`src/design/cpu_types_pkg.sv`:
```
`default_nettype none

// Geometry of the physical register file and the datapath word.
package cpu_types_pkg;

    localparam int num_phys_regs = 256;
    localparam int num_arch_regs = 32; // These come out of reset holding their own index.

    localparam int phys_idx_w = $clog2(num_phys_regs);
    localparam int data_w = 32;

    // Index 0 is the hard zero register.
    typedef logic [phys_idx_w-1:0] phys_reg_t;

    typedef logic [data_w-1:0] data_t;

endpackage

`default_nettype wire
```
`src/design/exec_pkg.sv`:
```
`default_nettype none

// Execution side: opcodes, issue packets and writeback results.
package exec_pkg;

    localparam int num_wb_sources = 3;
    localparam int wb_sel_w = $clog2(num_wb_sources);

    // Source order on the writeback arbiter.
    localparam int wb_src_alu = 0;
    localparam int wb_src_md = 1;
    localparam int wb_src_load = 2;

    typedef enum logic [2:0] {
        alu_add,
        alu_sub,
        alu_and,
        alu_or,
        alu_xor,
        alu_slt // Signed compare.
    } alu_op_e;

    typedef enum logic [1:0] {
        md_mul, // Low 32 bits of the product.
        md_divu,
        md_remu
    } md_op_e;

    typedef struct packed {
        logic valid;
        alu_op_e op;
        cpu_types_pkg::phys_reg_t src1;
        cpu_types_pkg::phys_reg_t src2;
        cpu_types_pkg::phys_reg_t dst;
    } alu_issue_t;

    typedef struct packed {
        logic valid;
        md_op_e op;
        cpu_types_pkg::phys_reg_t src1;
        cpu_types_pkg::phys_reg_t src2;
        cpu_types_pkg::phys_reg_t dst;
    } md_issue_t;

    typedef struct packed {
        logic valid;
        cpu_types_pkg::phys_reg_t dst;
        cpu_types_pkg::data_t data;
    } wb_result_t;

endpackage

`default_nettype wire

```
`src/design/writeback_arbiter.sv`:
```
`timescale 1ns/1ns
`default_nettype none

module writeback_arbiter (
    input wire clk,
    input wire reset,
    input wire exec_pkg::wb_result_t requests [exec_pkg::num_wb_sources],
    output logic [exec_pkg::num_wb_sources-1:0] grant,
    output exec_pkg::wb_result_t wb_bus
);

    logic [exec_pkg::wb_sel_w-1:0] rr_ptr;
    logic [exec_pkg::wb_sel_w-1:0] win_idx;
    logic [exec_pkg::wb_sel_w-1:0] next_ptr;
    logic [exec_pkg::num_wb_sources-1:0] req_valid;
    logic found;

    always_comb begin
        for (int k = 0; k < exec_pkg::num_wb_sources; k++) begin
            req_valid[k] = requests[k].valid;
        end
    end

    // Search starts at the pointer and wraps.
    always_comb begin
        int idx;
        grant = '0;
        found = 1'b0;
        win_idx = '0;
        for (int k = 0; k < exec_pkg::num_wb_sources; k++) begin
            idx = (int'(rr_ptr) + k) % exec_pkg::num_wb_sources;
            if (!found && req_valid[idx]) begin
                found = 1'b1;
                grant[idx] = 1'b1;
                win_idx = exec_pkg::wb_sel_w'(idx);
            end
        end
    end

    assign next_ptr = (win_idx == exec_pkg::wb_sel_w'(exec_pkg::num_wb_sources - 1)) ?
                      '0 : win_idx + 1'b1;

    assign wb_bus = found ? requests[win_idx] : '0;

    always_ff @(posedge clk) begin
        if (reset) begin
            rr_ptr <= '0;
        end else if (found) begin
            rr_ptr <= next_ptr; // Winner drops to lowest priority.
        end
    end

    grant_onehot: assert property (
        @(posedge clk) disable iff (reset)
        $onehot0(grant)
    ) else $error("writeback_arbiter: more than one grant.");

    grant_to_valid: assert property (
        @(posedge clk) disable iff (reset)
        (grant & ~req_valid) == '0
    ) else $error("writeback_arbiter: grant without a request.");

endmodule

`default_nettype wire

```
`config.mk`:
```
export PLATFORM = sky130hd
export DESIGN_NAME = writeback_arbiter
export DESIGN_NICKNAME = d
export VERILOG_FILES = /design/src/design/cpu_types_pkg.sv /design/src/design/exec_pkg.sv /design/src/design/writeback_arbiter.sv
export SDC_FILE = /design/constraint.sdc
export NUM_CORES = 1
export LEC_CHECK = 0
export BUFFER_PORTS_ARGS = -buffer_cell sky130_fd_sc_hd__buf_2
export CAP_MARGIN = 15
export CORE_ASPECT_RATIO = 0.75
export CORE_MARGIN = 2
export CORE_UTILIZATION = 34
export CTS_CLUSTER_SIZE = 12
export DETAILED_ROUTE_END_ITERATION = 6
export PLACE_DENSITY = 0.87
export SETUP_SLACK_MARGIN = 0.02
export SYNTH_ARGS = -nofsm -noshare
export SYNTH_HDL_FRONTEND = slang
export SYNTH_SLANG_ARGS = --single-unit
```
`constraint.sdc`:
```
create_clock -name clk -period 4.9 [get_ports clk]
set_clock_uncertainty 0.05 [all_clocks]
set_input_delay 0.49 -clock clk [delete_from_list [all_inputs] [get_ports clk]]
set_output_delay 0.49 -clock clk [all_outputs]
set_load 0.02 [all_outputs]
```
Word level (Yosys, flattened, before mapping)
Index checks and enable logic that the tools add are counted.
Widths: inputs -> output; s select.

operators by class
  div/mod/pow operators = 3
  bitwise gates (word level) = 3
  $lt $le $gt $ge = 7
  equal/unequal tests = 1
  reduce and logical (&&, ||, !) cells = 7
  mux-type cells = 29
  add/subtract/negate cells = 3

operators with widths
  operator               number
  $mux 41                3
  $ge 32x1->1 const B    3
  $lt 32x4->1 const B    3
  $bmux 41 s2            1
  $mod 32x3->32 const B  2
  $mod 3x3->32 const B   1
  $mux 1                 12
  $mux 3                 3
  $mux 2                 4
  $bmux 1 s2             3
  $demux 1 s2            3
  $or 3x3->3             2
  $logic_and 1x1->1      5
  $add 2x1->3 const B    1
  $add 2x2->3 const B    1
  $ge 3x3->1 const B     1
  $not 2->3              1
  $add 2x1->2 const B    1
  $eq 2x2->1 const B     1
  $logic_not 1->1        2

word-level totals
  output and inout port bits = 44
  input port bits = 125
  word-level logic and storage cells = 54
  register bits after elaboration = 2

Logic depth before layout (Yosys ltp)
  depth after elaboration = 16
  depth in mapped cells = 9
  mapped depth without buffers = 7

Worst setup path before layout
OpenSTA, ideal clock, no wires.

  path type = register to output
  from = reg rr_ptr[0] in the netlist's numbering
  to = out wb_bus[0] in the netlist's numbering
  required time = 4360 ps
  stages on the path, launching flop included = 10
  setup slack = 2252 ps
  arrival = 2108 ps
  buffers on the path = 2
  cells stage by stage = dfxtp_1 inv_1 ha_1 buf_2 nor2b_1 o31ai_1 a31oi_2 buf_4 mux2i_1 o21ai_1

RTL lines
  what                    RTL line                 text
  start, declared         writeback_arbiter.sv:12  logic [exec_pkg::wb_sel_w-1:0] rr_ptr;
  start signal, assigned  writeback_arbiter.sv:49  rr_ptr <= next_ptr;
  end, declared           writeback_arbiter.sv:9   output exec_pkg::wb_result_t wb_bus

==> impl_metrics.toml <==
[yosys]
synth-seq-cells = 2
ys_warn_count = 0
syn_nets = 318
avgSynthCellArea_sq_um = 6.61
synth-edff-count = 0
synth_area_sq_um = 1250
synth-seq-area-share = 0.0320
ys.flop_type = "dfxtp_1"
ys_types = 33
synthArstFlopShare = 0
synth_cells = 189

[route]
postRouteAntennaNets = 0
num_vias = 2003
drc_errors = 0
wirelength_um = 5030
post_drt_wl_per_cell_um = 12.6
dr.pass1.iters = 4
drt_iter0_drc = 71
detail_route.vias_per_cell = 5.02

[worst_hold_path]
hold_class = "in -> reg"
min_to = "rr_ptr[1]"
hold_depth = 2
min-delay-start = "reset"

[critical_path]
startpoint_type = "flop"
critPathCaptureType = "primary output"
reg2reg_from = "rr_ptr[0]"
r2r_slack_ns = 2.11
worstSetupStartpoint = "rr_ptr[0]"
path_max_fanout = 27
max_stage_delay_ns = 0.57
crit_type = "reg -> out"
crit_required_ns = 4.36
critPathSlowestCell = "a31oi_4"
worstPathCellList = "inv_1, ha_1, and4bb_2, o31ai_1, a31oi_4, buf_4, mux2i_1, o21ai_1, buf_2"
reg2reg_to = "rr_ptr[1]"
reg2reg_depth = 8
crit_arrival_ns = 3.18

[floorplanning]
die_y_um = 56.5
die-area_sq_um = 4180
row_count = 19
initial_core_util = 0.348
io_pins = 169
die_w_um = 74.0
core_region_area_sq_um = 3590

[cts]
cts_setup_buffers = 0
cts_made_buffers = 3
insertion_delay_ns = 0.21
cts_tree = "yes"
clk_pin_slew_ns = 0.03
cts.sinks = 2
cts_resized = 0
clockBufferDepth = 2
cts_hold_buf = 0
root_buffer = "clkbuf_8"
htreeDepth = 1

[timing]
worst_pin_slew_ns = 1.01
worst_slack_ns = 1.18
setup_viol_count_final = 0
finalHoldViolCount = 0
final.period_utilization = 0.760
fin_tns_setup_ns = 0
relSlewSlack = 0.327
max_freq_mhz = 269
rsz0062_at_grt = "no"
period_minus_slack_ns = 3.72
drv_slew = 0

[final_layout]
final_util = 0.599
final_cell_mix = "buf_2 (168), nand2_1 (44), mux2i_1 (42), o21ai_1 (41), o21ai_0 (6)"
fin_nets = 478
area_growth_pct = 72.1
antenna_cells = 0
largest_reg_flops = 2
largest_register = "rr_ptr"
drive_gt1_frac = 0.519
largestRegisters = "rr_ptr: 2 flops"
layout.cells.non_filler = 399
layout_commonest_cell = "buf_2"

[place]
io_buffers = 168
placed_cells = 396
place_ws_ns = 1.37
routabilityCongestion = 0.904
place_hpwl_um = 4120

[power]
vdd_drop_max_uv = 539
p_sw_mw = 1.04
power_mw = 1.71
leakagePower_nw = 1.17
power_density_nw_per_um2 = 797
power_frac_clock = 0.038
p_seq_frac = 0.019
sw_frac_of_total = 0.605
comb_power_share = 0.943
intPower_mw = 0.676

[global_route]
grt.total_usage = 0.218
grt_pass1_wl_um = 7390
grt_pass1_vias = 1734
grt_max_degree = 43
antenna_found_initial = 0
grt_overflow = 0

[status]
status = "completed"

[job]
drv_cap = 0
layer usage:
metal,vias to the layer above,global-route usage,share of wire
li1,993,-,-
met1,904,0.255,0.41
met2,96,0.395,0.49
met3,10,0.0341,0.081
met4,0,0.0753,0.016
met5,-,0,0
synth_stat cells, drive strengths merged, types with 2 or more instances:
| cell | n | area [sq um] |
|---|---|---|
| nor2b | 4 | 25.0 |
| buf | 7 | 51.3 |
| ha | 4 | 50.1 |
| nor2 | 3 | 11.3 |
| nor3b | 2 | 15.0 |
| o21ai | 48 | 240 |
| nand2b | 3 | 18.8 |
| nand3b | 2 | 15.0 |
| mux2i | 42 | 420 |
| nand2 | 44 | 165 |
| mux2 | 2 | 26.3 |
| dfxtp | 2 | 40.0 |
| inv | 2 | 7.51 |
| a22oi | 2 | 15.0 |
| a21oi | 2 | 13.8 |
| clkbuf | 8 | 30.0 |
logic make-up (layout without fill, tap and decap cells):
group / Yosys count / after routing / synth area share
compound gates: 60 / 60 / 0.271
flops: 2 / 2 / 0.0320
fa+ha+maj: 4 / 4 / 0.0400
buf+inv: 17 / 175 / 0.0711
simple gates: 62 / 62 / 0.228
mux: 44 / 44 / 0.357
area by class of cell:
class	instances	area [sq um]
inverter	2	7.51
sequential	2	40.0
clock buffer	3	41.3
multi-input combinational	170	1140
fill	342	1440
timing repair buffer	170	856
tap	52	65.1
power by group through the flow:
stage | clock network, mW | logic, mW | registers (mW)
after floorplan | 0 | 1.19 | 0.0299
after detailed placement | 0 | 1.62 | 0.0320
final | 0.0656 | 1.62 | 0.0320
after global routing | 0.0687 | 1.74 | 0.0337
after CTS | 0.0677 | 1.63 | 0.0322
after global placement | 0 | 1.60 | 0.0308
worst max-delay path by stage:
stage	to	cells after the start	slack, ns
floorplan	wb_bus[0]	9	2.25
global placement	wb_bus[36]	9	1.51
detailed placement	wb_bus[36]	9	1.37
CTS	wb_bus[36]	9	1.15
global route	wb_bus[36]	9	0.97
finish	wb_bus[36]	9	1.18
metrics by stage:
step                cell area [sq um]  hold WS, ns
floorplan                        1250        0.448
global placement                 2110        0.469
detailed placement               2110        0.482
CTS                              2150        0.412
global route                     2150        0.430
finish                           2150        0.417
worst max-delay path, delay by kind of cell (launching register included):
family / cells / cell delay, ns
and+or+nand+nor: 1 / 0.34
buffers and inverters: 3 / 0.79
DFF: 1 / 0.37
adders and majority gates: 1 / 0.44
muxes: 1 / 0.27
AOI/OAI and AO/OA: 3 / 0.74
(Power assumes the default switching activity.)
