[config.mk]
export PLATFORM = sky130hd
export DESIGN_NAME = mul_div_unit
export DESIGN_NICKNAME = d
export VERILOG_FILES = /design/src/design/cpu_types_pkg.sv /design/src/design/exec_pkg.sv /design/src/design/mul_div_unit.sv
export SDC_FILE = /design/constraint.sdc
export NUM_CORES = 2
export LEC_CHECK = 0
export ABC_CLOCK_PERIOD_IN_PS = 17900
export BUFFER_PORTS_ARGS = -buffer_cell sky130_fd_sc_hd__clkbuf_2
export CAP_MARGIN = 20
export CORE_ASPECT_RATIO = 1.1
export CORE_MARGIN = 2
export CORE_UTILIZATION = 50
export DETAILED_ROUTE_END_ITERATION = 6
export GPL_ROUTABILITY_DRIVEN = 0
export GPL_TIMING_DRIVEN = 0
export PLACE_DENSITY_LB_ADDON = 0.2
export SETUP_SLACK_MARGIN = 0.05
export SLEW_MARGIN = 20
export SYNTH_ARGS = -nofsm -noshare
export SYNTH_HDL_FRONTEND = slang
export SYNTH_SLANG_ARGS = --single-unit
[constraint.sdc]
create_clock -name clk -period 17.9 [get_ports clk]
set_input_delay 3.58 -clock clk [delete_from_list [all_inputs] [get_ports clk]]
set_output_delay 3.58 -clock clk [all_outputs]
set_load 0.01 [all_outputs]
[src/design/cpu_types_pkg.sv]
`default_nettype none

// Geometry of the physical register file and the datapath word.
package cpu_types_pkg;

    localparam int num_phys_regs = 256;
    localparam int num_arch_regs = 32; // These come out of reset holding their own index.

    localparam int phys_idx_w = $clog2(num_phys_regs);
    localparam int data_w = 32;

    // Index 0 is the hard zero register.
    typedef logic [phys_idx_w-1:0] phys_reg_t;

    typedef logic [data_w-1:0] data_t;

endpackage

`default_nettype wire
[src/design/exec_pkg.sv]
`default_nettype none

// Execution side: opcodes, issue packets and writeback results.
package exec_pkg;

    localparam int num_wb_sources = 3;
    localparam int wb_sel_w = $clog2(num_wb_sources);

    // Source order on the writeback arbiter.
    localparam int wb_src_alu = 0;
    localparam int wb_src_md = 1;
    localparam int wb_src_load = 2;

    typedef enum logic [2:0] {
        alu_add,
        alu_sub,
        alu_and,
        alu_or,
        alu_xor,
        alu_slt // Signed compare.
    } alu_op_e;

    typedef enum logic [1:0] {
        md_mul, // Low 32 bits of the product.
        md_divu,
        md_remu
    } md_op_e;

    typedef struct packed {
        logic valid;
        alu_op_e op;
        cpu_types_pkg::phys_reg_t src1;
        cpu_types_pkg::phys_reg_t src2;
        cpu_types_pkg::phys_reg_t dst;
    } alu_issue_t;

    typedef struct packed {
        logic valid;
        md_op_e op;
        cpu_types_pkg::phys_reg_t src1;
        cpu_types_pkg::phys_reg_t src2;
        cpu_types_pkg::phys_reg_t dst;
    } md_issue_t;

    typedef struct packed {
        logic valid;
        cpu_types_pkg::phys_reg_t dst;
        cpu_types_pkg::data_t data;
    } wb_result_t;

endpackage

`default_nettype wire

[src/design/mul_div_unit.sv]
`timescale 1ns/1ns
`default_nettype none

module mul_div_unit (
    input wire clk,
    input wire reset,
    input wire exec_pkg::md_issue_t md_issue,
    output cpu_types_pkg::phys_reg_t opnd_src1,
    output cpu_types_pkg::phys_reg_t opnd_src2,
    input wire cpu_types_pkg::data_t opnd1,
    input wire cpu_types_pkg::data_t opnd2,
    output logic md_busy,
    output exec_pkg::wb_result_t result,
    input wire grant
);

    typedef enum logic [1:0] {
        st_idle,
        st_mul,
        st_div,
        st_done
    } md_state_e;

    md_state_e state;
    logic [5:0] count;
    logic issue_take;

    exec_pkg::md_op_e op_q;
    cpu_types_pkg::phys_reg_t dst_q;
    cpu_types_pkg::data_t op_a;
    cpu_types_pkg::data_t op_b;
    cpu_types_pkg::data_t pp_lo;
    logic [15:0] pp_hi;
    cpu_types_pkg::data_t prod;
    cpu_types_pkg::data_t quo;
    cpu_types_pkg::data_t rem;
    logic [32:0] shifted;
    logic [32:0] diff;
    cpu_types_pkg::data_t res_data;

    assign opnd_src1 = md_issue.src1;
    assign opnd_src2 = md_issue.src2;

    assign md_busy = (state != st_idle);
    assign issue_take = md_issue.valid && (state == st_idle);

    assign result = '{valid: (state == st_done), dst: dst_q, data: res_data};

    // One restoring step. A zero divisor leaves all ones and the dividend.
    assign shifted = {rem, quo[31]};
    assign diff = shifted - {1'b0, op_b};

    always_ff @(posedge clk) begin
        if (reset) begin
            state <= st_idle;
            count <= '0;
        end else begin
            case (state)
                st_idle: begin
                    if (issue_take) begin
                        state <= (md_issue.op == exec_pkg::md_mul) ? st_mul : st_div;
                        count <= (md_issue.op == exec_pkg::md_mul) ? 6'd2 : 6'd32;
                    end
                end
                st_mul, st_div: begin
                    if (count == '0) begin
                        state <= st_done;
                    end else begin
                        count <= count - 6'd1;
                    end
                end
                st_done: begin
                    if (grant) state <= st_idle;
                end
                default: state <= st_idle;
            endcase
        end
    end

    always_ff @(posedge clk) begin
        if (issue_take) begin
            op_q <= md_issue.op;
            dst_q <= md_issue.dst;
            op_a <= opnd1;
            op_b <= opnd2;
            quo <= opnd1; // Dividend shifts out as the quotient shifts in.
            rem <= '0;
        end
        // Product split into partials, then a sum, then the result register.
        if (state == st_mul) begin
            pp_lo <= op_a[15:0] * op_b;
            pp_hi <= op_a[31:16] * op_b[15:0];
            prod <= pp_lo + {pp_hi, 16'h0000};
            if (count == '0) res_data <= prod;
        end
        if (state == st_div) begin
            if (count != '0) begin
                if (!diff[32]) begin
                    rem <= diff[31:0];
                    quo <= {quo[30:0], 1'b1};
                end else begin
                    rem <= shifted[31:0];
                    quo <= {quo[30:0], 1'b0};
                end
            end else begin
                res_data <= (op_q == exec_pkg::md_remu) ? rem : quo;
            end
        end
    end

    md_no_issue_when_busy: assert property (
        @(posedge clk) disable iff (reset)
        md_busy |-> !md_issue.valid
    ) else $error("mul_div_unit: issue presented while busy.");

endmodule

`default_nettype wire

=== Yosys cells after proc, flatten, opt, wreduce, memory -nomap -nowiden ===
Index checks and enable logic that the tools add are counted.

* Register bits after elaboration: 258
* Input bits: 94
* Word-level logic and storage cells: 57
* Output and inout bits: 58

* Reduce and logical (&&, ||, !) cells: 10
* $add $sub $neg: 3
* Equality and inequality tests: 8
* Mux-type cells: 22
* Multiply operators: 2

{| class="wikitable"
|+ Operators with widths
! kind !! count
|-
| two-way mux 32 bit || 12
|-
| subtractor 33 x 32 -> 33 bit || 1
|-
| adder 32 bit || 1
|-
| multiplier 16 x 32 -> 32 bit || 1
|-
| two-way mux 6 bit || 3
|-
| multiplier 16 x 16 -> 16 bit || 1
|-
| case mux 6 bit (2 select lines) || 1
|-
| two-way mux 2 bit || 4
|-
| == test 2 bit (second input constant) || 3
|-
| logical NOT 6 bit || 1
|-
| != test 2 bit (second input constant) || 3
|-
| case mux 2 bit (3 select lines) || 1
|-
| AND reduction 3 bit || 2
|-
| nonzero test 6 bit || 1
|-
| subtractor 6 x 1 -> 6 bit (second input constant) || 1
|-
| logical NOT 2 bit || 2
|-
| nonzero test 2 bit || 2
|-
| == test 2 x 1 -> 1 bit (second input constant) || 1
|-
| != test 2 x 1 -> 1 bit (second input constant) || 1
|-
| OR reduction 2 bit || 1
|-
| logical AND 1 bit || 1
|-
| two-way mux 1 bit || 1
|}

=== Logic depth before layout (Yosys ltp) ===
* Depth in word-level cells: 5
* Gate-level depth with buffers: 25

=== Least setup slack after synthesis ===
Ideal clock, no wire load.

* Path type: in2out
* From: input port md_issue[16] (netlist name)
* To: output port opnd_src1[0]
* Slack: 10,621 ps
* Path buffers: 1
* Data arrival time: 3,699 ps
* Stages on the path: 1
* Required time: 14,320 ps
* Cells stage by stage: buf_4

{| class="wikitable"
|+ RTL lines
! what !! line !! source
|-
| from (decl) || mul_div_unit.sv:7 || <nowiki>input wire exec_pkg::md_issue_t md_issue,</nowiki>
|-
| to (decl) || mul_div_unit.sv:8 || <nowiki>output cpu_types_pkg::phys_reg_t opnd_src1,</nowiki>
|}

No word-level cell between the ends.

=== Worst setup path after layout ===
* From: register op_b[10]
* To: register pp_lo[26] (data pin)

* Cells in the longest elaborated chain, start to end: 1

{| class="wikitable"
|+ RTL lines
! what !! line !! source
|-
| from (decl) || mul_div_unit.sv:31 || <nowiki>cpu_types_pkg::data_t op_b;</nowiki>
|-
| from (signal assigned) || mul_div_unit.sv:85 || <nowiki>op_b <= opnd2;</nowiki>
|-
| multiplier 16 x 32 -> 32 bit || mul_div_unit.sv:91 || <nowiki>pp_lo <= op_a[15:0] * op_b;</nowiki>
|-
| to (signal assigned) || mul_div_unit.sv:91 ||
|-
| to (decl) || mul_div_unit.sv:32 || <nowiki>cpu_types_pkg::data_t pp_lo;</nowiki>
|}

Every way passes these cells.
A chain may end at the register's enable or synchronous reset.

==> flow_metrics.env <==
export IMPL_status="complete, no violations"
export IMPL_worstPathArrival_ns=8.61
export IMPL_cpPeakStageDelay_ns=0.95
export IMPL_timing_setup_tns_ns=0
export IMPL_synth_edf_count=154
export IMPL_max_cap_viol_count=0
export IMPL_met1_usage_pct=37.8
export IMPL_clk_path_buf_depth=3
export IMPL_slowest_stage="o41ai_1"
export IMPL_dp_cells=3742
export IMPL_first_global_vias=21751
export IMPL_crit_chain="clkbuf_1, nand2_1, fa_1, fa_1, fa_1, inv_1, fa_1, fa_1, inv_1, fa_1, inv_1, ha_1, and2_1, o2111ai_1, o41ai_1, a21oi_2, a21oi_1, nand3_1, nand2_1, a21oi_1, xnor2_1"
export IMPL_fill_cells=4801
export IMPL_min_period_over_period_pct=46.6
export IMPL_setup_viol=0
export IMPL_synthesis_nets=3523
export IMPL_ios=152
export IMPL_async_reset_ff_share_pct=0
export IMPL_first_pass_iters=5
export IMPL_grt_util_met3_pct=4.69
export IMPL_cts_hold_buffers=0
export IMPL_drtAntennaViolNets=0
export IMPL_drc_errors=0
export IMPL_wl_per_cell_um=21.0
export IMPL_cts_buffers_inserted=34
export IMPL_overflow=0
export IMPL_avgSynthCellArea_um2=9.48
export IMPL_antenna_found_initial=2
export IMPL_synth_cell_types=76
export IMPL_cts_sinks=258
export IMPL_skew_ns=0.0275
export IMPL_grt_first_pass_wirelength_um=124000
export IMPL_worstSetupPathType="reg -> reg"
export IMPL_synth_warnings=0
export IMPL_grt_max_degree=54
export IMPL_cp_max_fo=10
export IMPL_vias=20748
export IMPL_hpwlAfterDp_um=64300
export IMPL_busiest_layer="met2"
export IMPL_layout_min_cycle_time_ns=8.34
export IMPL_gr_usage_all_layers_pct=29.2
export IMPL_synthTopCellsByArea="fa_1 (28%), edfxtp_1 (17%), ha_1 (7.7%)"
export IMPL_critical_path_startpoint_type="flip-flop"
export IMPL_path_clk_slew_ns=0.06
export IMPL_fmax_ghz=0.120
export IMPL_syn_inst=2875
export IMPL_numPortBuffers=135
export IMPL_nets=3698
export IMPL_finalMaxSlewViolations=0
export IMPL_drive_gt1_share_pct=7.80
export IMPL_area_growth_pct=10.4
export IMPL_die_area_um2=56400
export IMPL_coreArea_um2=53800
export IMPL_clock_latency_ns=0.56
export IMPL_postCtsSetupRepairBufs=0
export IMPL_timing_hold_ws_ns=0.413
export IMPL_seq_area_um2=6710
export IMPL_synth_area_um2=27300
export IMPL_synth_top_flop_cell="edfxtp_1"
export IMPL_use_met2_pct=47.9
export IMPL_dieHeight_um=249
export IMPL_netlist_area_leader_share_pct=28.3
export IMPL_dr_first_iter_drc_count=1725
export IMPL_ys_seq_area_share_pct=24.6
export IMPL_cp_required_ns=18.17
export IMPL_start_util_pct=50.7
export IMPL_n_antenna_cell=0
export IMPL_cts_htree_levels=2
export IMPL_yosys_area_top_type="fa_1"
export IMPL_synth_most_common_cell="inv_1"
export IMPL_multiInputGateArea_um2=18000
export IMPL_cts_tree="built"
export IMPL_worstHoldPathType="reg -> reg"
export IMPL_die_width_um=227
export IMPL_synth_seq_cells=258
export IMPL_totalWireLength_um=79700
export IMPL_worst_pin_slew_ns=1.03
export IMPL_row_count=89
export IMPL_root_buffer="clkbuf_16"
export IMPL_grt_setup_unrepaired="false"
export IMPL_ys_top_cells_by_count="inv_1 (514), nand2_1 (430), fa_1 (386)"
export IMPL_final_cells=3803
export IMPL_timing_slew_headroom_pct=30.6
export IMPL_cts_resized_gates=0
export IMPL_finalHoldViolations=0
export IMPL_path_common_cell="fa_1"
export IMPL_cp_end_kind="flip-flop"
export IMPL_via_per_inst=5.46
[layer usage]
| layer | part of all wire (%) | routed length [um] |
|---|---|---|
| met1 | 40 | 31600 |
| met2 | 47 | 37700 |
| met3 | 7.8 | 6260 |
| met4 | 5.3 | 4190 |
| met5 | 0 | 0 |
[state kept, by name, summed over array words and instances (netlist names)]
name / cells
op_q: 2
rem: 32
res_data: 32
state: 2
pp_hi: 16
prod: 32
count: 6
quo: 32
op_b: 32
pp_lo: 32
op_a: 32
dst_q: 8
[stage by stage]
| stage | setup slack (ns) | util (%) | area (um^2) |
|---|---|---|---|
| detailed placement | 9.72 | 53.8 | 29000 |
| global placement | 9.24 | 53.6 | 28900 |
| floorplan | 10.62 | - | 27300 |
| CTS | 9.68 | 56.0 | 30100 |
| global route | 9.29 | 56.0 | 30100 |
| finish | 9.56 | 56.0 | 30100 |
[area by class of cell]
type,count,share of cell area [%]
well taps,728,3.03
clock buffers,45,3.21
repair buffers,139,2.56
clock inverters,16,0.565
inverters,515,6.42
flip-flops and latches,258,22.3
plain buffers,153,2.23
multi-input cells,1949,59.7
[worst paths after layout]
path / start / to / slack [ns] / cells past startpoint
max reg2reg: op_b[10]$_DFFE_PP_ / pp_lo[26]$_DFFE_PN_ / 9.56 / 21
min reg2reg: pp_lo[15]$_DFFE_PN_ / prod[15]$_DFFE_PN_ / 0.41 / 0
min: pp_lo[15]$_DFFE_PN_ / prod[15]$_DFFE_PN_ / 0.41 / 0
max: op_b[10]$_DFFE_PP_ / pp_lo[26]$_DFFE_PN_ / 9.56 / 21
[cells in the final DEF, fill, tap and decap left out, types with 6 or more instances in the layout]
cell type and instances:
o21bai_1 11, inv_1 514, a211oi_1 41, o311ai_1 17, edfxtp_1 154, ha_1 167
and3_1 8, a31oi_1 37, o21ai_0 70, fa_1 386, nand2_1 430, a21o_1 26
nor2b_1 46, clkbuf_2 135, a21oi_1 62, nand2b_1 10, and2_1 238, nor2_1 54
mux2i_1 38, nor3_1 15, nand3_1 63, buf_4 16, xnor2_1 100, xor2_1 32
o211ai_1 11, clkbuf_16 36, clkbuf_1 130, o21a_1 6, dfxtp_1 104
[logic make-up after synthesis]
family | synth area share, %
compound gates | 8.29
xor+xnor | 4.44
fa+ha+maj | 36.0
buf+inv | 9.54
flops | 24.6
mux | 1.39
simple gates | 15.7
[worst max-delay path, delay by kind of cell, from the launching register on]
family          cells  cell delay [ns]
compound gates      5             2.02
xor+xnor            1             0.47
fa+ha+maj           7             3.40
buf+inv             4             0.92
flops               1             0.61
simple gates        4             0.61
Power is not shown: default switching activity piles up to over one toggle a cycle in this logic, so the estimate is an artifact.
