$ cat src/design/cpu_types_pkg.sv
`default_nettype none

// Geometry of the physical register file and the datapath word.
package cpu_types_pkg;

    localparam int num_phys_regs = 256;
    localparam int num_arch_regs = 32; // These come out of reset holding their own index.

    localparam int phys_idx_w = $clog2(num_phys_regs);
    localparam int data_w = 32;

    // Index 0 is the hard zero register.
    typedef logic [phys_idx_w-1:0] phys_reg_t;

    typedef logic [data_w-1:0] data_t;

endpackage

`default_nettype wire
$ cat src/design/exec_pkg.sv
`default_nettype none

// Execution side: opcodes, issue packets and writeback results.
package exec_pkg;

    localparam int num_wb_sources = 3;
    localparam int wb_sel_w = $clog2(num_wb_sources);

    // Source order on the writeback arbiter.
    localparam int wb_src_alu = 0;
    localparam int wb_src_md = 1;
    localparam int wb_src_load = 2;

    typedef enum logic [2:0] {
        alu_add,
        alu_sub,
        alu_and,
        alu_or,
        alu_xor,
        alu_slt // Signed compare.
    } alu_op_e;

    typedef enum logic [1:0] {
        md_mul, // Low 32 bits of the product.
        md_divu,
        md_remu
    } md_op_e;

    typedef struct packed {
        logic valid;
        alu_op_e op;
        cpu_types_pkg::phys_reg_t src1;
        cpu_types_pkg::phys_reg_t src2;
        cpu_types_pkg::phys_reg_t dst;
    } alu_issue_t;

    typedef struct packed {
        logic valid;
        md_op_e op;
        cpu_types_pkg::phys_reg_t src1;
        cpu_types_pkg::phys_reg_t src2;
        cpu_types_pkg::phys_reg_t dst;
    } md_issue_t;

    typedef struct packed {
        logic valid;
        cpu_types_pkg::phys_reg_t dst;
        cpu_types_pkg::data_t data;
    } wb_result_t;

endpackage

`default_nettype wire

$ cat src/design/int_alu_unit.sv
`timescale 1ns/1ns
`default_nettype none

module int_alu_unit (
    input wire clk,
    input wire reset,
    input wire exec_pkg::alu_issue_t alu_issue,
    output cpu_types_pkg::phys_reg_t opnd_src1,
    output cpu_types_pkg::phys_reg_t opnd_src2,
    input wire cpu_types_pkg::data_t opnd1,
    input wire cpu_types_pkg::data_t opnd2,
    output logic alu_busy,
    output exec_pkg::wb_result_t result,
    input wire grant
);

    logic stage_valid;
    exec_pkg::alu_op_e stage_op;
    cpu_types_pkg::data_t stage_a;
    cpu_types_pkg::data_t stage_b;
    cpu_types_pkg::phys_reg_t stage_dst;
    cpu_types_pkg::data_t alu_out;
    logic issue_take;
    logic stage_move;

    assign opnd_src1 = alu_issue.src1;
    assign opnd_src2 = alu_issue.src2;

    assign alu_busy = result.valid; // Held until the arbiter takes it.
    assign issue_take = alu_issue.valid && !alu_busy;
    assign stage_move = stage_valid && (!result.valid || grant);

    always_comb begin
        case (stage_op)
            exec_pkg::alu_add: alu_out = stage_a + stage_b;
            exec_pkg::alu_sub: alu_out = stage_a - stage_b;
            exec_pkg::alu_and: alu_out = stage_a & stage_b;
            exec_pkg::alu_or:  alu_out = stage_a | stage_b;
            exec_pkg::alu_xor: alu_out = stage_a ^ stage_b;
            exec_pkg::alu_slt: alu_out = cpu_types_pkg::data_t'($signed(stage_a) < $signed(stage_b));
            default:           alu_out = '0;
        endcase
    end

    always_ff @(posedge clk) begin
        if (reset) begin
            stage_valid <= 1'b0;
        end else if (issue_take) begin
            stage_valid <= 1'b1;
        end else if (stage_move) begin
            stage_valid <= 1'b0;
        end
    end

    always_ff @(posedge clk) begin
        if (issue_take) begin
            stage_op <= alu_issue.op;
            stage_a <= opnd1;
            stage_b <= opnd2;
            stage_dst <= alu_issue.dst;
        end
    end

    always_ff @(posedge clk) begin
        if (reset) begin
            result.valid <= 1'b0;
        end else if (stage_move) begin
            result.valid <= 1'b1;
            result.dst <= stage_dst;
            result.data <= alu_out;
        end else if (grant) begin
            result.valid <= 1'b0;
        end
    end

    alu_no_issue_when_busy: assert property (
        @(posedge clk) disable iff (reset)
        alu_busy |-> !alu_issue.valid
    ) else $error("int_alu_unit: issue presented while busy.");

endmodule

`default_nettype wire

$ cat config.mk
export PLATFORM = sky130hd
export DESIGN_NAME = int_alu_unit
export DESIGN_NICKNAME = d
export VERILOG_FILES = /design/src/design/cpu_types_pkg.sv /design/src/design/exec_pkg.sv /design/src/design/int_alu_unit.sv
export SDC_FILE = /design/constraint.sdc
export NUM_CORES = 1
export LEC_CHECK = 0
export BUFFER_PORTS_ARGS = -buffer_cell sky130_fd_sc_hd__buf_4
export CAP_MARGIN = 15
export CORE_MARGIN = 8
export CORE_UTILIZATION = 45
export CTS_BUF_LIST = sky130_fd_sc_hd__clkbuf_2
export CTS_CLUSTER_SIZE = 28
export DETAILED_ROUTE_END_ITERATION = 7
export GPL_TIMING_DRIVEN = 0
export PLACE_DENSITY = 0.65
export SYNTH_ARGS = -nofsm -noshare
export SYNTH_HDL_FRONTEND = slang
export SYNTH_SLANG_ARGS = --single-unit
$ cat constraint.sdc
create_clock -name clk -period 5.4 [get_ports clk]
set_input_delay 0.54 -clock clk [delete_from_list [all_inputs] [get_ports clk]]
set_output_delay 0.54 -clock clk [all_outputs]
set_load 0.01 [all_outputs]
== Word-level counts from Yosys, hierarchy flattened ==
Index checks and enable logic that the tools add are counted.

* Mux-type cells: 5
* Add/subtract/negate cells: 2
* Reductions and logical operators: 8
* Equality and inequality tests: 5
* Bitwise logic cells: 4
* Order comparisons: 1

{| class="wikitable"
|+ Operators with widths
! cell !! number
|-
| $pmux 32 s6 || 1
|-
| $add 32x32->32 || 1
|-
| $and 32x32->32 || 1
|-
| $lt 32x32->1 || 1
|-
| $or 32x32->32 || 1
|-
| $sub 32x32->32 || 1
|-
| $xor 32x32->32 || 1
|-
| $eq 3x2->1 const B || 2
|-
| $eq 3x3->1 const B || 2
|-
| $mux 1 || 4
|-
| $reduce_bool 2->1 || 2
|-
| $eq 3x1->1 const B || 1
|-
| $logic_not 3->1 || 1
|-
| $logic_and 1x1->1 || 2
|-
| $reduce_and 2->1 || 1
|-
| $logic_not 1->1 || 1
|-
| $logic_or 1x1->1 || 1
|-
| $not 1->1 || 1
|}

* Word-level logic and storage cells: 33
* Register bits after elaboration: 117

== Depth between registers and ports, before layout ==
Gate-level depths: netlist of run 1.

* Depth after elaboration: 5
* Mapped depth: 12
* Mapped depth without buffers: 12

== Least setup slack after synthesis of run 1 ==
OpenSTA, ideal clock, no wires.

* Kind: input to register
* Start point: in alu_issue[27] in the netlist's numbering
* End point: reg stage_a[0], enable pin
* Path slack: 1.026 ns
* Required time: 4.881 ns
* Setup time: 0.519 ns
* Arrival: 3.855 ns
* Stages: 1
* Cell sequence: nor2b_1

* Longest elaborated chain between the ends: 1

{| class="wikitable"
|+ Ends and longest elaborated chain
! element !! line !! text
|-
| start, declared || int_alu_unit.sv:7 || <nowiki>input wire exec_pkg::alu_issue_t alu_issue,</nowiki>
|-
| $logic_and 1x1->1 || int_alu_unit.sv:30 || <nowiki>assign issue_take = alu_issue.valid && !alu_busy;</nowiki>
|-
| end signal, assigned || int_alu_unit.sv:58 || <nowiki>stage_a <= opnd1;</nowiki>
|-
| end, declared || int_alu_unit.sv:19 || <nowiki>cpu_types_pkg::data_t stage_a;</nowiki>
|}

Every way passes these cells.
A chain may end at the register's enable or synchronous reset.

== Final worst setup path of run 1 ==
* Start point: reg stage_b[0]
* End point: reg result[20] in the netlist's numbering (data pin)

* Longest elaborated chain between the ends: 2

{| class="wikitable"
|+ Ends and longest elaborated chain
! element !! line !! text
|-
| start, declared || int_alu_unit.sv:20 || <nowiki>cpu_types_pkg::data_t stage_b;</nowiki>
|-
| start signal, assigned || int_alu_unit.sv:59 || <nowiki>stage_b <= opnd2;</nowiki>
|-
| $sub 32x32->32 / $add 32x32->32 (equally long branches) || int_alu_unit.sv:36, int_alu_unit.sv:35 ||
|-
| $pmux 32 s6 * || int_alu_unit.sv:34 || <nowiki>case (stage_op)</nowiki>
|-
| via alu_out[20] || int_alu_unit.sv:22 || <nowiki>cpu_types_pkg::data_t alu_out;</nowiki>
|-
| end, declared || int_alu_unit.sv:13 || <nowiki>output exec_pkg::wb_result_t result,</nowiki>
|}

Mark *: on every way through the listed nets, which the timed path passes. The rest lies on a longest branch.

==> key figures, run 1 <==
Drt
  • Drt first-iter violations: 717
  • DRC viols: 0
  • Total Routed Length: 29300 um
  • DRT Pass-1 Iters: 5
  • DR WL/cell: 19.7 um
  • Vias/cell: 5.65
  • Total number of vias: 8397
  • Remaining antenna violation count after routing: 0

STA
  • RSZ-0062 raised after global routing: false
  • Slew Limit Fails: 0
  • Relative slew slack: 36.3%
  • Final Critical Period: 3.80 ns
  • Tightest Pin Transition: 0.953 ns
  • Setup violators final: 0
  • Final Hold Fails: 0
  • Fin crit share: 70.4%
  • Worst hold slack: 0.245 ns
  • Setup ws final: 1.60 ns
  • Clock Skews: 0.0449 ns
  • FMAX: 263 MHz

Logic synthesis
  • Mapped cell area: 9020 um^2
  • Ys Warns: 0
  • Sequential area share after synthesis: 38.7%
  • Syn_area_per_cell: 9.29 um^2
  • Post-synth EDFFs: 115
  • Yosys reg bits: 117
  • Post-synth top flop: edfxtp_1
  • Cell taking the most area after synthesis: edfxtp_1
  • Synth area leaders: edfxtp_1 (38%), ha_1 (14%), a21oi_1 (4.5%), inv_1 (4.0%), nor2_1 (3.5%)
  • FFs w/ async S/R, synth: 0%
  • Mapped Nets: 1168
  • Share of the synthesized area in the top cell type: 38.3%
  • Syn Inst Count: 970
  • Cell variety after synth: 80

Setup path
  • Worst Setup Start Kind: flop
  • Worst Reg-to-Reg Cells: 11
  • WP data required: 5.86 ns
  • Worst EP arrival: 4.26 ns
  • Critical path type: reg -> reg
  • Crit-path max FO: 4
  • Setup crit end kind: flop

Placed design
  • # port buffers: 136
  • Detail Placement HPWL: 21200 um
  • RD Place Congestion: 0.943
  • Pre-CTS setup slack: 1.81 ns
  • Placed cells: 1377

Floorplan
  • Core region area: 19600 um^2
  • Die height: 158 um
  • Core Rows: 51
  • DIE AREA: 24800 um^2
  • Starting density of the core: 46.0%
  • # IOs: 153
  • Width of the die: 158 um

Power
  • Comb power frac: 32.6%
  • Total power per unit cell area: 224 nW/um^2
  • Sequential power share: 42.3%
  • VDD IR max: 0.000136 V
  • Psw: 0.000913 W
  • Switching Share: 35.4%
  • Leak: 4.88 nW
  • Total internal power: 0.00167 W
  • Clk network pwr share: 25.1%

Cells and area
  • P&R area growth vs syn: 27.6%
  • Post-route insts no fill: 1487
  • Final Core Density: 58.7%
  • Layout Nets: 1406
  • Area of the multi-input gates: 4810 um^2
  • Layout cell share with drive strength beyond 1: 18.9%
  • Number of fillers in the final layout: 1703
  • FF+latch area: 3490 um^2

Clocking
  • Clk_lat worst skew: 0.74 ns
  • Clk slew on worst S/H paths: 0.22 ns
  • Root Buffer Master: clkbuf_2
  • Htree depth: 4
  • CTS tree: built
  • Num CTS Buffers: 17
  • Longest Clk Path Bufs: 2
  • CTS Sinks: 117
  • Post-CTS sizing: 0

Flow run
  • Max Cap Viol: 0

Worst hold path
  • Min-Delay Path Class: in -> reg
  • Worst hold path cell count: 2

GRT
  • GR Util All Layers: 23.5%
  • Initial antenna violation count: 1
  • Largest net degree at the start of global routing: 37
  • First-pass GRT wire length: 45000 um
  • GRT Residual Overflow: 0
  • Vias in the first global route: 7940

Run status
  • Status: completed
-- cells in the mapped netlist, types with 6 or more instances --
| cell type | instances |
|---|---|
| o21a_1 | 7 |
| ha_1 | 101 |
| xnor2_1 | 17 |
| nand4_1 | 7 |
| nand2b_1 | 11 |
| nand3_1 | 19 |
| buf_4 | 19 |
| inv_1 | 96 |
| o22ai_1 | 11 |
| o31ai_1 | 14 |
| nor2b_1 | 6 |
| nor2_1 | 85 |
| a21oi_1 | 81 |
| clkbuf_1 | 27 |
| o221ai_1 | 6 |
| o31a_1 | 6 |
| buf_2 | 12 |
| a21o_1 | 10 |
| a22oi_1 | 6 |
| nor3_1 | 23 |
| and3_1 | 6 |
| a211oi_1 | 12 |
| buf_1 | 6 |
| a2111oi_0 | 6 |
| o211ai_1 | 20 |
| o21bai_1 | 8 |
| edfxtp_1 | 115 |
| o21ai_0 | 48 |
| nand2_1 | 74 |
-- layout by cell type, fill, tap and decap left out, types with 19 or more instances in the layout --
cell,count
nor3_1,23
a21oi_1,81
clkbuf_1,27
o211ai_1,20
nand3_1,19
nand2_1,74
o21ai_0,48
dlygate4sd3_1,77
inv_1,96
edfxtp_1,115
buf_4,155
ha_1,101
nor2_1,85
-- cell type report --
cell class / count / share of cell area (%)
Clock buffer: 17 / 0.740
Inverter: 99 / 3.23
Sequential cell: 117 / 30.4
Antenna cell: 1 / 0.0218
Multi-Input combinational cell: 688 / 41.9
Clock inverter: 15 / 1.56
Timing Repair Buffer: 219 / 16.3
Tap cell: 265 / 2.88
Buffer: 66 / 3.03
-- per-stage QoR --
step	cell area [um^2]	TNS [ns]	total power, W
after detailed placement	10500	0	0.00188
after floorplan	9020	0	0.00163
after global placement	10400	-76.75	0.00188
after CTS	11500	0	0.00257
after global routing	11500	0	0.00271
final	11500	0	0.00258
-- worst max-delay path: stages, from the launching register on --
cell and delay, ns:
edfxtp_1 0.50, ha_1 0.29, fa_1 0.45, a211oi_1 0.28, o21ai_1 0.20, o31ai_1 0.51, and3_4 0.30, o21a_1 0.23
o21a_1 0.25, o211a_1 0.24, o41a_1 0.15, nand3_1 0.14
-- flip-flops by register name, summed over array words and instances (netlist names) --
signal and count:
alu_busy 1, stage_a 32, result 40, stage_op 3, stage_b 32, stage_dst 8
stage_valid 1
-- cells by family (layout without fill, tap and decap cells) --
family,count (synthesis),in the layout,synth area share [%]
AOI/OAI and AO/OA,298,298,22.7
and+or+nand+nor,262,262,13.6
buffers and inverters,165,416,7.99
DFF,117,117,38.7
adders and majority gates,103,103,14.5
xor gates and xnor gates,19,19,1.85
muxes,6,6,0.680
other,0,1,0
-- per-layer routing --
metal	track usage (%)	vias to the layer above	share of wire (%)
li1	-	3987	-
met1	32.3	3953	45
met2	36.2	421	45
met3	5.90	36	9.2
met4	6.12	0	1.5
met5	0	-	0
-- power groups by stage --
stage | registers, W | logic (W) | clock network [W]
final | 0.00109 | 0.000841 | 0.000647
after global routing | 0.00110 | 0.000913 | 0.000699
after CTS | 0.00109 | 0.000822 | 0.000657
after detailed placement | 0.00111 | 0.000772 | 0
after global placement | 0.00112 | 0.000763 | 0
after floorplan | 0.00112 | 0.000511 | 0
-- final timing paths --
path | start | to | slack (ns)
max | stage_b[0] | result[20] | 1.60
max reg2reg | stage_b[0] | result[20] | 1.60
min reg2reg | stage_dst[6] | result[38] | 0.43
min | alu_issue[27] | stage_b[10] | 0.24
-- timing repair --
action / in CTS / in global routing
hold buffers: 76 / 1
buffers inserted: 0 / 0
endpoints found under the setup margin: 0 / 0
endpoints found under the hold margin: 77 / 1
No activity file was read; power rests on OpenSTA's default activity.
==> run 2, diff against run 1 <==
--- a/config.mk
+++ b/config.mk
@@ -13,7 +13,7 @@
 export CTS_CLUSTER_SIZE = 28
 export DETAILED_ROUTE_END_ITERATION = 7
 export GPL_TIMING_DRIVEN = 0
-export PLACE_DENSITY = 0.65
+export PLACE_DENSITY = 0.68
 export SYNTH_ARGS = -nofsm -noshare
 export SYNTH_HDL_FRONTEND = slang
 export SYNTH_SLANG_ARGS = --single-unit
==> constraint.sdc (replaced) <==
create_clock -name clk -period 3.3 [get_ports clk]
set_input_delay 0.33 -clock clk [delete_from_list [all_inputs] [get_ports clk]]
set_output_delay 0.33 -clock clk [all_outputs]
set_load 0.01 [all_outputs]
==> run 2 against run 1 <==
  * The run now ends with setup timing left
  * Register-to-register slack lost 1.7 ns
  * Routed wire length is 0.63% higher
  * Cell count grew 0.74%
  * Via count grew 0.93%
  * Critical path depth decreased by 1
  * Largest cell class unchanged
==> key figures, run 2 (synthesis gave the netlist of run 1 again) <==
GRT
  • Vias in the first global route: 8104
  • Initial antenna violation count: 1
  • Largest net degree at the start of global routing: 35
  • GR Util All Layers: 23.5%
  • First-pass GRT wire length: 44800 um
  • GRT Residual Overflow: 0

Setup path
  • Slowest Stage Delay on Critical Path: 0.72 ns
  • Critical path type: reg -> reg
  • WP buf/inv: 3
  • Setup crit end kind: flop
  • Worst Setup Start Kind: flop
  • Most used cell, CP: inv_1
  • WP data required: 3.76 ns
  • Top delay family on crit path: simple AND/OR/NAND/NOR gates
  • Slowest cell on the critical path: nor4_1
  • Crit-path max FO: 10
  • Crit-path cells: inv_1, ha_1, buf_2, inv_1, nor4_1, a211oi_2, o31a_1, or3_1, a22oi_1, o21ai_0
  • Worst EP arrival: 3.83 ns

Placed design
  • # port buffers: 136
  • Pre-CTS setup slack: -0.256 ns
  • RD Place Congestion: 0.960
  • Placed Area: 10500 um^2
  • Placed cells: 1375
  • Detail Placement HPWL: 21700 um

Drt
  • Total number of vias: 8475
  • Vias/cell: 5.66
  • DRT Pass-1 Iters: 8
  • DRC viols: 0
  • DR WL/cell: 19.7 um
  • Drt first-iter violations: 768
  • Remaining antenna violation count after routing: 0
  • Total Routed Length: 29500 um

Clocking
  • Clk_lat worst skew: 0.74 ns
  • Clk slew on worst S/H paths: 0.22 ns
  • Num CTS Buffers: 17
  • Root Buffer Master: clkbuf_2
  • CTS Sinks: 117
  • Longest Clk Path Bufs: 2
  • Htree depth: 4
  • CTS tree: built

Cells and area
  • Final Cell Area: 11700 um^2
  • Layout cell share with drive strength beyond 1: 21.7%
  • Most frequent cells in the layout: buf_4 (167), edfxtp_1 (115), ha_1 (98)
  • Most common cell after layout, fill and taps aside: buf_4
  • Layout Nets: 1417
  • Top reg by flops: result
  • Top Registers: result: 40 flops, stage_a: 32 flops, stage_b: 32 flops
  • Flip-flop count of the largest register after layout: 40
  • Final Core Density: 59.9%
  • Post-route insts no fill: 1498
  • P&R area growth vs syn: 30.1%

STA
  • Tightest Pin Transition: 0.831 ns
  • Final Critical Period: 3.37 ns
  • RSZ-0062 raised after global routing: true
  • FMAX: 297 MHz
  • Fin crit share: 102%
  • Final Hold Fails: 0
  • Relative slew slack: 44.6%
  • Clock Skews: 0.0433 ns
  • Slew Limit Fails: 0
  • Setup violators final: 2
  • Setup ws final: -0.0686 ns

Power
  • Leak: 4.96 nW
  • Total power per unit cell area: 350 nW/um^2
  • Comb power frac: 35.1%
  • Psw: 0.00155 W
  • Total power draw: 0.00411 W
  • Sequential power share: 43.4%
  • Clk network pwr share: 21.5%
  • VDD IR max: 0.000194 V
  • Switching Share: 37.7%
  • Total internal power: 0.00256 W

Run status
  • Violated checks: setup timing
  • Status: finished with violations

Worst hold path
  • Min-Delay Path Class: in -> reg

Floorplan
  • Die height: 158 um
  • Starting density of the core: 46.0%
  • Width of the die: 158 um
  • # IOs: 153
  • Core region area: 19600 um^2
  • DIE AREA: 24800 um^2
  • Core Rows: 51

Flow run
  • Max Cap Viol: 0
run 2: cell types whose count changed in the layout (fill, tap and decap cells not counted), sizes merged:
| cell | before | now |
|---|---|---|
| buf | 181 | 188 |
| bufinv | 3 | 0 |
| clkbuf | 44 | 47 |
| clkinv | 8 | 9 |
| clkinvlp | 3 | 1 |
| dlygate4sd3 | 77 | 79 |
| inv | 100 | 103 |
run 2: what timing repair did:
item | in CTS | in global routing
endpoints found under the hold margin | 95 | 0
setup buffers | 4 | 8
endpoints found under the setup margin | 12 | 19
gates resized for setup | 11 | 33
gates cloned | 0 | 0
hold buffers | 79 | 0
pin swaps | 2 | 7
run 2: worst reg2reg max path, cell delays in order (launching register included):
cell and delay, ns:
edfxtp_1 0.42, inv_1 0.06, ha_1 0.29, buf_2 0.30
inv_1 0.16, nor4_1 0.72, a211oi_2 0.21, o31a_1 0.32
or3_1 0.36, a22oi_1 0.16, o21ai_0 0.12
run 2: power groups by stage:
stage	logic, W	registers, W	clock network [W]
global route	0.00156	0.00179	0.000958
floorplan	0.000837	0.00182	0
finish	0.00144	0.00178	0.000882
CTS	0.00137	0.00179	0.000908
detailed placement	0.00127	0.00182	0
global placement	0.00125	0.00182	0
run 2: metrics by stage:
step | TNS (ns) | hold WS [ns]
global route | -0.510 | 0.211
finish | -0.0741 | 0.280
CTS | 0 | 0.197
floorplan | 0 | 0.400
global placement | -46.45 | 0.401
detailed placement | -1.42 | 0.405
run 2: area by class of cell:
class / count / area [um^2]
fill: 1686 / 7860
multi-input combinational: 688 / 4980
sequential: 117 / 3490
timing repair buffer: 231 / 1980
inverter: 99 / 372
buffer: 65 / 354
tap: 265 / 332
clock inverter: 14 / 120
clock buffer: 18 / 90.1
antenna: 1 / 2.50
run 2: worst paths after layout:
| path | from | endpoint | slack [ns] | cells past startpoint |
|---|---|---|---|---|
| min | opnd2[21] | stage_b[21] | 0.28 | 2 |
| max reg2reg | stage_a[15] | result[29] | -0.07 | 10 |
| min reg2reg | stage_dst[1] | result[33] | 0.45 | 0 |
| max | stage_a[15] | result[29] | -0.07 | 10 |
run 2: per-layer routing:
| layer | track usage, % | share of wire [%] | vias to the layer above |
|---|---|---|---|
| met2 | 36.8 | 45 | 410 |
| met5 | 0 | 0 | - |
| met1 | 32.1 | 43 | 4009 |
| met4 | 7.52 | 2.3 | 0 |
| met3 | 4.36 | 9.2 | 46 |
| li1 | - | - | 4010 |
==> run 3, diff against run 2 <==
--- a/config.mk
+++ b/config.mk
@@ -5,15 +5,14 @@
 export SDC_FILE = /design/constraint.sdc
 export NUM_CORES = 1
 export LEC_CHECK = 0
-export BUFFER_PORTS_ARGS = -buffer_cell sky130_fd_sc_hd__buf_4
 export CAP_MARGIN = 15
 export CORE_MARGIN = 8
 export CORE_UTILIZATION = 45
 export CTS_BUF_LIST = sky130_fd_sc_hd__clkbuf_2
 export CTS_CLUSTER_SIZE = 28
 export DETAILED_ROUTE_END_ITERATION = 7
-export GPL_TIMING_DRIVEN = 0
-export PLACE_DENSITY = 0.68
+export DONT_BUFFER_PORTS = 1
+export PLACE_DENSITY = 0.61
 export SYNTH_ARGS = -nofsm -noshare
 export SYNTH_HDL_FRONTEND = slang
 export SYNTH_SLANG_ARGS = --single-unit
==> constraint.sdc (replaced) <==
create_clock -name clk -period 3.3 [get_ports clk]
set_input_delay 0.33 -clock clk [delete_from_list [all_inputs] [get_ports clk]]
set_output_delay 0.33 -clock clk [all_outputs]
set_load 0.05 [all_outputs]
==> run 3 against run 2 <==
  * The flow now finishes without violations
  * Sequential power grew 4%
  * Cell count shrank 10%
  * Maximum frequency grew 6.2%
  * Via count shrank 8.2%
  * Routed wire length shrank 9.0%
  * Critical path type unchanged
  * Critical endpoint is now result[28]
  * Highest routed layer unchanged
==> key figures, run 3 (synthesis gave the netlist of run 1 again) <==
Run status
  • Status: completed

Clocking
  • Num CTS Buffers: 17
  • Clk slew on worst S/H paths: 0.24 ns
  • Root Buffer Master: clkbuf_2
  • Htree depth: 4
  • CTS Sinks: 117
  • Clk_lat worst skew: 0.75 ns
  • Longest Clk Path Bufs: 2
  • CTS tree: built

Power
  • Leak: 4.35 nW
  • Total power per unit cell area: 398 nW/um^2
  • VDD IR max: 0.000257 V

Cells and area
  • P&R area growth vs syn: 18.6%
  • Top reg by flops: result
  • Most frequent cells in the layout: edfxtp_1 (115), inv_1 (96), ha_1 (96)
  • Layout Nets: 1267
  • Post-route insts no fill: 1348
  • Flip-flop count of the largest register after layout: 40
  • Layout cell share with drive strength beyond 1: 13.4%
  • Number of fillers in the final layout: 1775
  • Most common cell after layout, fill and taps aside: edfxtp_1
  • Area of the multi-input gates: 4920 um^2
  • Top Registers: result: 40 flops, stage_a: 32 flops, stage_b: 32 flops
  • FF+latch area: 3490 um^2

Drt
  • Remaining antenna violation count after routing: 0
  • Total number of vias: 7779
  • DRT Pass-1 Iters: 5
  • Total Routed Length: 26800 um
  • Drt first-iter violations: 685
  • Vias/cell: 5.77
  • DR WL/cell: 19.9 um
  • DRC viols: 0

Floorplan
  • Width of the die: 158 um
  • # IOs: 153
  • Die height: 158 um
  • Core region area: 19600 um^2
  • Starting density of the core: 46.0%
  • Core Rows: 51
  • DIE AREA: 24800 um^2

GRT
  • Vias in the first global route: 7525
  • GR Util All Layers: 21.9%
  • GRT Residual Overflow: 0
  • Largest net degree at the start of global routing: 77
  • First-pass GRT wire length: 42000 um
  • Initial antenna violation count: 1

Setup path
  • Slowest cell on the critical path: or4_1
  • Crit-path max FO: 9
  • Top delay family on crit path: compound AO/OA/AOI/OAI gates
  • Worst Setup Start Kind: flop
  • Worst EP arrival: 3.76 ns
  • Worst Reg-to-Reg Cells: 10
  • WP data required: 3.89 ns
  • Worst r2r dst: result[28]
  • Slowest Stage Delay on Critical Path: 0.59 ns
  • R2r startpoint: stage_a[19]
  • WP buf/inv: 1
  • Critical path type: reg -> reg
  • Setup crit end kind: flop
  • Crit-path cells: inv_1, ha_2, nand4_1, or4_1, a31o_2, a21oi_2, nor2_2, o41a_1, o211ai_1, a22o_1
  • R2r setup slk: 0.13 ns

Worst hold path
  • Worst hold path cell count: 2
  • Hold Crit Endpoint: stage_a[10]
  • Min-Delay Path Class: in -> reg
  • Hold path start: alu_issue[27]

Placed design
  • Placed cells: 1236
  • # port buffers: 0
  • Detail Placement HPWL: 19200 um
  • RD Place Congestion: 0.996

STA
  • Final Critical Period: 3.17 ns
  • Fin crit share: 96.1%
  • Setup violators final: 0
  • Relative slew slack: 48.2%
  • Slew Limit Fails: 0
  • Clock Skews: 0.0390 ns
  • Worst hold slack: 0.113 ns
  • Final Hold Fails: 0
  • Tightest Pin Transition: 0.774 ns
  • RSZ-0062 raised after global routing: true
  • FMAX: 315 MHz

Flow run
  • Max Cap Viol: 0
-- run 3: cell count changes in the layout (fill, tap and decap cells not counted), sizes merged --
cell         change
dlygate4sd3      -1
clkbuf          -30
clkinvlp         -1
buf            -120
bufinv           +2
clkinv           -4
inv              +4
-- run 3: where the power goes --
part,switching (W),total (W),internal [W]
combinational,0.000771,0.00130,0.000534
clock,0.000707,0.00110,0.000389
sequential,0.000113,0.00185,0.00174
-- run 3: per-stage QoR --
step	cell area, um^2	setup TNS, ns	util (%)	total power (W)	setup WS, ns
2_1_floorplan	9020	0	-	0.00275	0.332
3_5_place_dp	9530	0	48.7	0.00307	0.0277
4_1_cts	10600	0	54.0	0.00425	0.00686
6_report	10700	0	54.6	0.00425	0.129
5_1_grt	10700	-0.107	54.6	0.00448	-0.0350
3_3_place_gp	9530	-0.00882	48.7	0.00307	-0.00882
-- run 3: what timing repair did --
item | in CTS | in global routing
hold buffers | 78 | 0
setup buffers | 0 | 1
endpoints found under the setup margin | 0 | 15
gates resized for setup | 0 | 24
endpoints found under the hold margin | 77 | 0
-- run 3: final cells by class --
class                           instances  area share (%)
Antenna cell                            1          0.0234
Tap cell                              265            3.10
Timing Repair Buffer                  146            12.2
Sequential cell                       117            32.7
Clock buffer                           17           0.796
Multi-Input combinational cell        688            46.0
Clock inverter                         15            1.72
Inverter                               99            3.48
-- run 3: how the worst max path moves through the flow --
| stage | start | endpoint | slack, ns | depth (start not counted) |
|---|---|---|---|---|
| floorplan | alu_busy | stage_a[0] | 0.33 | 1 |
| finish | stage_a[19] | result[28] | 0.13 | 10 |
| detailed placement | stage_b[7] | result[29] | 0.03 | 11 |
| global placement | stage_b[6] | result[19] | -0.009 | 11 |
| CTS | stage_b[7] | result[29] | 0.007 | 11 |
| global route | stage_b[12] | result[30] | -0.03 | 12 |
-- run 3: routing by layer --
| metal | vias up | global-route usage [%] | routed length [um] |
|---|---|---|---|
| met2 | 351 | 33.9 | 11900 |
| met3 | 46 | 4.14 | 2100 |
| met4 | 0 | 6.53 | 531 |
| met1 | 3675 | 30.4 | 12300 |
| li1 | 3707 | - | - |
| met5 | - | 0 | 0 |
